$ cat config.mk
export PLATFORM = sky130hd
export DESIGN_NAME = conv_engine
export DESIGN_NICKNAME = d
export VERILOG_FILES = /design/src/conv_pkg.sv /design/src/conv_engine.sv /design/src/conv_result.sv /design/src/conv_mac_array.sv /design/src/conv_mac.sv /design/src/conv_decode.sv
export SDC_FILE = /design/constraint.sdc
export NUM_CORES = 2
export LEC_CHECK = 0
export BUFFER_PORTS_ARGS = -buffer_cell sky130_fd_sc_hd__buf_2
export CAP_MARGIN = 20
export CORE_ASPECT_RATIO = 2
export CORE_MARGIN = 3
export CORE_UTILIZATION = 25
export DETAILED_ROUTE_END_ITERATION = 8
export SYNTH_ARGS = -nofsm -noshare
export SYNTH_HDL_FRONTEND = slang
export SYNTH_SLANG_ARGS = --single-unit
$ cat constraint.sdc
create_clock -name clk -period 12.8 [get_ports clk]
set_clock_uncertainty 0.2 [all_clocks]
set_input_delay 3.84 -clock clk [delete_from_list [all_inputs] [get_ports clk]]
set_output_delay 3.84 -clock clk [all_outputs]
set_load 0.05 [all_outputs]
$ cat src/conv_pkg.sv
`default_nettype none

package conv_pkg;

  // --------------------------------------------------
  // word widths
  // --------------------------------------------------

  localparam int WORD_WIDTH     = 8;
  localparam int WORD_WIDTH_ACC = 32;
  localparam int BITS_KERNEL_W  = 3;

  typedef logic signed [WORD_WIDTH-1:0]     pixel_t;
  typedef logic signed [WORD_WIDTH-1:0]     weight_t;
  typedef logic signed [2*WORD_WIDTH-1:0]   product_t;
  typedef logic signed [WORD_WIDTH_ACC-1:0] acc_t;

  // --------------------------------------------------
  // control structs
  // --------------------------------------------------

  // flags that ride along with a group and leave with its sums
  typedef struct packed {
    logic is_max;
    logic is_lrelu;
    logic is_top_block;
    logic is_bottom_block;
  } out_user_t;

  // layout of the s_user input word
  typedef struct packed {
    out_user_t                out_user;
    logic                     is_cin_last;
    logic [BITS_KERNEL_W-1:0] kernel_w_1;
  } conv_user_t;

  // per-beat control once the user word has been unpacked
  typedef struct packed {
    logic      valid;
    logic      last;
    logic      cin_last;
    logic      bypass;
    out_user_t user;
  } beat_ctrl_t;

endpackage

`default_nettype wire
$ cat src/conv_engine.sv
`timescale 1ns/1ps
`default_nettype none

module conv_engine
  import conv_pkg::*;
#(
  parameter int MEMBERS     = 4,
  parameter int UNITS       = 2,
  parameter int LATENCY_MUL = 2
) (
  input  wire logic                             clk,
  input  wire logic                             rst,
  input  wire logic                             clken,
  input  wire logic                             s_valid,
  input  wire logic                             s_last,
  input  wire conv_user_t                       s_user,
  input  wire pixel_t  [UNITS-1:0]              s_pixels,
  input  wire weight_t [MEMBERS-1:0]            s_weights,
  output logic                                  m_valid,
  output logic                                  m_last,
  output out_user_t                             m_user,
  output acc_t      [MEMBERS-1:0][UNITS-1:0]    m_data
);

  beat_ctrl_t                       dec_ctrl;
  pixel_t  [UNITS-1:0]              dec_pixels;
  weight_t [MEMBERS-1:0]            dec_weights;
  beat_ctrl_t                       acc_ctrl;
  acc_t    [MEMBERS-1:0][UNITS-1:0] acc_data;

  conv_decode #(
    .MEMBERS (MEMBERS),
    .UNITS   (UNITS)
  ) decode_i (
    .clk         (clk),
    .rst         (rst),
    .clken       (clken),
    .s_valid     (s_valid),
    .s_last      (s_last),
    .s_user      (s_user),
    .s_pixels    (s_pixels),
    .s_weights   (s_weights),
    .dec_ctrl    (dec_ctrl),
    .dec_pixels  (dec_pixels),
    .dec_weights (dec_weights)
  );

  conv_mac_array #(
    .MEMBERS     (MEMBERS),
    .UNITS       (UNITS),
    .LATENCY_MUL (LATENCY_MUL)
  ) mac_array_i (
    .clk         (clk),
    .rst         (rst),
    .clken       (clken),
    .dec_ctrl    (dec_ctrl),
    .dec_pixels  (dec_pixels),
    .dec_weights (dec_weights),
    .acc_ctrl    (acc_ctrl),
    .acc_data    (acc_data)
  );

  conv_result #(
    .MEMBERS (MEMBERS),
    .UNITS   (UNITS)
  ) result_i (
    .clk      (clk),
    .rst      (rst),
    .clken    (clken),
    .acc_ctrl (acc_ctrl),
    .acc_data (acc_data),
    .m_valid  (m_valid),
    .m_last   (m_last),
    .m_user   (m_user),
    .m_data   (m_data)
  );

endmodule

`default_nettype wire

$ cat src/conv_result.sv
`timescale 1ns/1ps
`default_nettype none

module conv_result
  import conv_pkg::*;
#(
  parameter int MEMBERS = 4,
  parameter int UNITS   = 2
) (
  input  wire logic                             clk,
  input  wire logic                             rst,
  input  wire logic                             clken,
  input  wire beat_ctrl_t                       acc_ctrl,
  input  wire acc_t [MEMBERS-1:0][UNITS-1:0]    acc_data,
  output logic                                  m_valid,
  output logic                                  m_last,
  output out_user_t                             m_user,
  output acc_t      [MEMBERS-1:0][UNITS-1:0]    m_data
);

  logic group_done;
  logic valid_q;
  logic last_q;

  // the sums are complete once the cin_last beat has left the accumulators
  assign group_done = acc_ctrl.valid && acc_ctrl.cin_last;

  always_ff @(posedge clk) begin
    if (rst) begin
      valid_q <= 1'b0;
      last_q  <= 1'b0;
    end else if (clken) begin
      valid_q <= group_done;
      last_q  <= group_done && acc_ctrl.last;
    end
  end

  always_ff @(posedge clk) begin
    if (clken && group_done) begin
      m_data <= acc_data;
      m_user <= acc_ctrl.user;
    end
  end

  // a frozen pipeline shows no pulse and the pending one appears when clken returns
  assign m_valid = valid_q && clken;
  assign m_last  = last_q && clken;

  // --------------------------------------------------
  // output checks
  // --------------------------------------------------

  last_needs_valid : assert property (
    @(posedge clk) disable iff (rst)
    m_last |-> m_valid
  ) else $error("m_last without m_valid");

  // two pulses in a row only when the second group is a single fresh beat
  single_pulse : assert property (
    @(posedge clk) disable iff (rst)
    (m_valid && !(group_done && acc_ctrl.bypass)) |=> !m_valid
  ) else $error("m_valid held for two clocks");

endmodule

`default_nettype wire

$ cat src/conv_mac_array.sv
`timescale 1ns/1ps
`default_nettype none

module conv_mac_array
  import conv_pkg::*;
#(
  parameter int MEMBERS     = 4,
  parameter int UNITS       = 2,
  parameter int LATENCY_MUL = 2
) (
  input  wire logic                          clk,
  input  wire logic                          rst,
  input  wire logic                          clken,
  input  wire beat_ctrl_t                    dec_ctrl,
  input  wire pixel_t  [UNITS-1:0]           dec_pixels,
  input  wire weight_t [MEMBERS-1:0]         dec_weights,
  output beat_ctrl_t                         acc_ctrl,
  output acc_t         [MEMBERS-1:0][UNITS-1:0] acc_data
);

  // --------------------------------------------------
  // control delay line
  // --------------------------------------------------

  // stage LATENCY_MUL-1 lines up with the products, the last one with the sums
  beat_ctrl_t ctrl_pipe [LATENCY_MUL+1];
  beat_ctrl_t mul_ctrl;

  always_ff @(posedge clk) begin
    if (rst) begin
      for (int i = 0; i <= LATENCY_MUL; i++) begin
        ctrl_pipe[i] <= '0;
      end
    end else if (clken) begin
      ctrl_pipe[0] <= dec_ctrl;
      for (int i = 1; i <= LATENCY_MUL; i++) begin
        ctrl_pipe[i] <= ctrl_pipe[i-1];
      end
    end
  end

  assign mul_ctrl = ctrl_pipe[LATENCY_MUL-1];
  assign acc_ctrl = ctrl_pipe[LATENCY_MUL];

  // --------------------------------------------------
  // lane grid
  // --------------------------------------------------

  // pixel u goes to every member and weight m to every unit
  for (genvar m = 0; m < MEMBERS; m++) begin : g_member
    for (genvar u = 0; u < UNITS; u++) begin : g_unit
      conv_mac #(
        .LATENCY_MUL (LATENCY_MUL)
      ) mac_i (
        .clk    (clk),
        .rst    (rst),
        .clken  (clken),
        .pixel  (dec_pixels[u]),
        .weight (dec_weights[m]),
        .valid  (mul_ctrl.valid),
        .bypass (mul_ctrl.bypass),
        .sum    (acc_data[m][u])
      );
    end
  end

endmodule

`default_nettype wire

$ cat src/conv_mac.sv
`timescale 1ns/1ps
`default_nettype none

module conv_mac
  import conv_pkg::*;
#(
  parameter int LATENCY_MUL = 2
) (
  input  wire logic    clk,
  input  wire logic    rst,
  input  wire logic    clken,
  input  wire pixel_t  pixel,
  input  wire weight_t weight,
  input  wire logic    valid,
  input  wire logic    bypass,
  output acc_t         sum
);

  // --------------------------------------------------
  // multiplier pipeline
  // --------------------------------------------------

  product_t mul_pipe [LATENCY_MUL];

  always_ff @(posedge clk) begin
    if (clken) begin
      mul_pipe[0] <= pixel * weight;
      for (int i = 1; i < LATENCY_MUL; i++) begin
        mul_pipe[i] <= mul_pipe[i-1];
      end
    end
  end

  // --------------------------------------------------
  // accumulator
  // --------------------------------------------------

  product_t product_masked;
  acc_t     addend;

  // an empty beat contributes nothing to the running sum
  assign product_masked = valid ? mul_pipe[LATENCY_MUL-1] : '0;

  // sign extension up to the accumulator width
  assign addend = acc_t'(product_masked);

  always_ff @(posedge clk) begin
    if (rst) begin
      sum <= '0;
    end else if (clken) begin
      if (bypass) begin
        sum <= addend;
      end else begin
        sum <= sum + addend;
      end
    end
  end

endmodule

`default_nettype wire

$ cat src/conv_decode.sv
`timescale 1ns/1ps
`default_nettype none

module conv_decode
  import conv_pkg::*;
#(
  parameter int MEMBERS = 4,
  parameter int UNITS   = 2
) (
  input  wire logic                      clk,
  input  wire logic                      rst,
  input  wire logic                      clken,
  input  wire logic                      s_valid,
  input  wire logic                      s_last,
  input  wire conv_user_t                s_user,
  input  wire pixel_t  [UNITS-1:0]       s_pixels,
  input  wire weight_t [MEMBERS-1:0]     s_weights,
  output beat_ctrl_t                     dec_ctrl,
  output pixel_t       [UNITS-1:0]       dec_pixels,
  output weight_t      [MEMBERS-1:0]     dec_weights
);

  // high while a group has taken valid beats but not yet its cin_last beat
  logic group_open;

  always_ff @(posedge clk) begin
    if (rst) begin
      dec_ctrl   <= '0;
      group_open <= 1'b0;
    end else if (clken) begin
      dec_ctrl.valid    <= s_valid;
      dec_ctrl.last     <= s_last;
      dec_ctrl.cin_last <= s_user.is_cin_last;
      dec_ctrl.user     <= s_user.out_user;
      // the first valid beat of a group loads the accumulators fresh
      dec_ctrl.bypass   <= s_valid && !group_open;
      if (s_valid) begin
        group_open <= !s_user.is_cin_last;
      end
    end
  end

  always_ff @(posedge clk) begin
    if (clken) begin
      dec_pixels  <= s_pixels;
      dec_weights <= s_weights;
    end
  end

  // only 1x1 kernels are handled by this engine
  kernel_w_is_one : assert property (
    @(posedge clk) disable iff (rst)
    (clken && s_valid) |-> (s_user.kernel_w_1 == '0)
  ) else $error("kernel_w_1 is not zero on a valid beat");

endmodule

`default_nettype wire

==> results.toml <==
[outcome]
status = "complete, no violations"

[finish]
fill_cells = 24500
mostFrequentLayoutCell = "inv_1"
stdcell_area_sq_um = 67800
ff_latch_area_sq_um = 23000
drive_above_1_share_pct = 9.05
final_nets = 6960
final_cell_mix = "746 x inv_1, 587 x edfxtp_1, 480 x ha_1"
syn_to_final_growth_pct = 13.5
multi_input_area_sq_um = 33200

[placement]
placed_area_sq_um = 65000
place_ws_ns = 4.12
port_buffers = 319
dp_hpwl_um = 116000
place_congestion = 0.848

[clocking]
clk_pin_slew_ns = 0.07
clockBufferDepth = 3
numCtsBuffers = 82
cts_repair_resize_count = 0
cts_tree = "built"
cts_max_level = 3
postCtsHoldBufs = 0
clock_latency_ns = 0.68
post_cts_buffers = 0
root_buffer = "clkbuf_16"
cts.sinks = 854

[floorplanning]
die_w_um = 352
pin_count = 323
fp-row-count = 253
dieArea_sq_um = 245000
start_util_pct = 25.1
core_area_sq_um = 238000
die_h_um = 698

[timing]
tightest_slew_ns = 1.06
fmax_mhz = 116
period_share_pct = 67.6
drv_slew = 0
hold_viol = 0
slew_headroom_pct = 28.8
timing.setup.tns_ns = 0
rsz0062_at_grt = "false"
final-setup-viol-count = 0
period_minus_slack_ns = 8.65
fin_ws_ns = 4.15

[setup_path]
crit_family = "buffers and inverters"
cpMaxStageDelayCell = "buf_2"
rrSetupSlack_ns = 7.21
worstPathMaxFanout = 44
critPathLaunchType = "primary input"
cp_num_buf_inv = 2
reg2reg_from = "decode_i.dec_weights[10]$_DFFE_PP_"
critical_path_depth = 3
r2r_cells = 19
max_stage_delay_ns = 0.26
end_kind = "output port"
cp.arrival_ns = 4.61
required_ns = 8.76
crit_type = "in2out"
path_cells = "buf_8 -> and2_1 -> buf_2"

[drt]
drt_iter0_drc = 1890
post_drt_wl_per_cell_um = 16.7
drc = 0
ant_nets = 0
vias_per_cell = 4.49
first_pass_iters = 7
wirelength_um = 154000
vias = 41400

[synth]
ys_seq_area_share_pct = 38.4
yosysUniqueCellTypes = 83
syn-num-nets = 6725
ys_dominant_reg_cell = "edfxtp_1"
synth.avg_cell_area_sq_um = 10.4
netlist_area_sq_um = 59800
synth_edf_count = 587
syn_inst = 5736
yosysWarnings = 0
async_reset_ff_share_pct = 0
synth_seq_cells = 854

[min_path]
hold_class = "reg2reg"
hold_depth = 0

[pwr]
powerDensity_nw_per_um2 = 171
p_leak_uw = 0.0297
vdd_drop_max_mv = 0.122

[grt]
grt_max_degree = 160
grt_pass1_wl_um = 240000
overflow = 0
grtUsageTotal_pct = 12.4
grt_pass1_vias = 43200
antenna_found_initial = 23

[flow_run]
maxCapViolCount = 0
==> state kept, by name (all words and copies together), names as in the netlist <==
signal	count
result_i.m_data	256
result_i.last_q	1
result_i.m_user	4
mac_array_i.ctrl_pipe	23
mac_array_i.g_member.g_unit.mac_i.mul_pipe	256
mac_array_i.g_member.g_unit.mac_i.sum	256
decode_i.dec_pixels	16
decode_i.dec_ctrl	8
decode_i.group_open	1
decode_i.dec_weights	32
result_i.valid_q	1
==> per-layer routing <==
layer  GRT usage [%]  vias to the layer above  wire (um)  part of all wire (%)
met5               0                        -         55                 0.036
met4            5.76                        8       7120                   4.6
met3            1.66                      278       6500                   4.2
met2            22.4                      823      77800                    51
met1            14.4                    20500      62300                    41
li1                -                    19900          -                     -
==> cell usage after synthesis, types with 62 or more instances <==
library cell | number | area, sq um
xnor2_1 | 209 | 1830
nor2_1 | 314 | 1180
a21oi_1 | 442 | 2210
a211oi_1 | 105 | 788
a21o_1 | 156 | 1170
and2_1 | 466 | 2920
clkbuf_1 | 211 | 792
o21ai_0 | 205 | 1030
dfxtp_1 | 267 | 5350
xor2_1 | 139 | 1220
edfxtp_1 | 587 | 17600
fa_1 | 448 | 8970
nand2_1 | 286 | 1070
inv_1 | 746 | 2800
o21ai_1 | 80 | 400
ha_1 | 480 | 6010
o21bai_1 | 62 | 465
==> through the flow <==
step | total power, uW | util, % | instances | hold WS (ns)
after global placement | 9040 | 27.3 | 9071 | 0.201
after CTS | 11800 | 28.5 | 9226 | 0.197
after floorplan | 7880 | - | 5736 | 0.200
after detailed placement | 9170 | 27.3 | 9072 | 0.205
after global routing | 12700 | 28.5 | 9229 | 0.200
final | 11600 | 28.5 | 9233 | 0.201
==> area by class of cell <==
type | instances | share of cell area, %
repair buffers | 369 | 2.97
clock inverters | 56 | 0.952
flip-flops and latches | 854 | 33.9
well taps | 3187 | 5.88
inverters | 747 | 4.13
multi-input cells | 3917 | 48.9
diodes | 5 | 0.0184
clock buffers | 98 | 3.23
==> where the power goes <==
part	total (uW)	internal, uW	switching (uW)
Clock	2590	1390	1200
Combinational	5140	2230	2900
Sequential	3870	3680	190
Total	11600	7310	4290
==> worst reg2reg max path, cell delays in order, from the launching register on <==
cell	delay, ns
edfxtp_1	0.69
and2_1	0.33
fa_1	0.53
inv_1	0.06
fa_1	0.53
inv_1	0.05
fa_1	0.47
inv_1	0.05
fa_1	0.47
inv_1	0.04
ha_1	0.29
inv_1	0.08
o21bai_1	0.07
a21oi_1	0.23
o21bai_1	0.09
a21oi_1	0.21
o21bai_1	0.09
a21oi_1	0.34
o21ai_0	0.19
xnor2_1	0.36
==> cell families (layout without fill, tap and decap cells) <==
group	after synthesis	count (layout)	synth area share [%]
simple gates	1338	1338	11.4
compound gates	1264	1264	13.3
buf+inv	965	1270	6.06
fa+ha+maj	928	928	25.1
flops	854	854	38.4
xor+xnor	348	348	5.10
mux	39	39	0.668
other cells	0	5	0
==> how the worst max path moves through the flow <==
| stage | endpoint | start | slack, ns |
|---|---|---|---|
| 3_5_place_dp | m_valid | clken | 4.12 |
| 6_report | m_last | clken | 4.15 |
| 5_1_grt | m_last | clken | 4.08 |
| 4_1_cts | m_valid | clken | 4.12 |
| 2_1_floorplan | result_i.last_q$_SDFFE_PP0P_ | clken | 1.78 |
| 3_3_place_gp | m_valid | clken | 4.13 |
No activity file was read; power rests on OpenSTA's default activity.
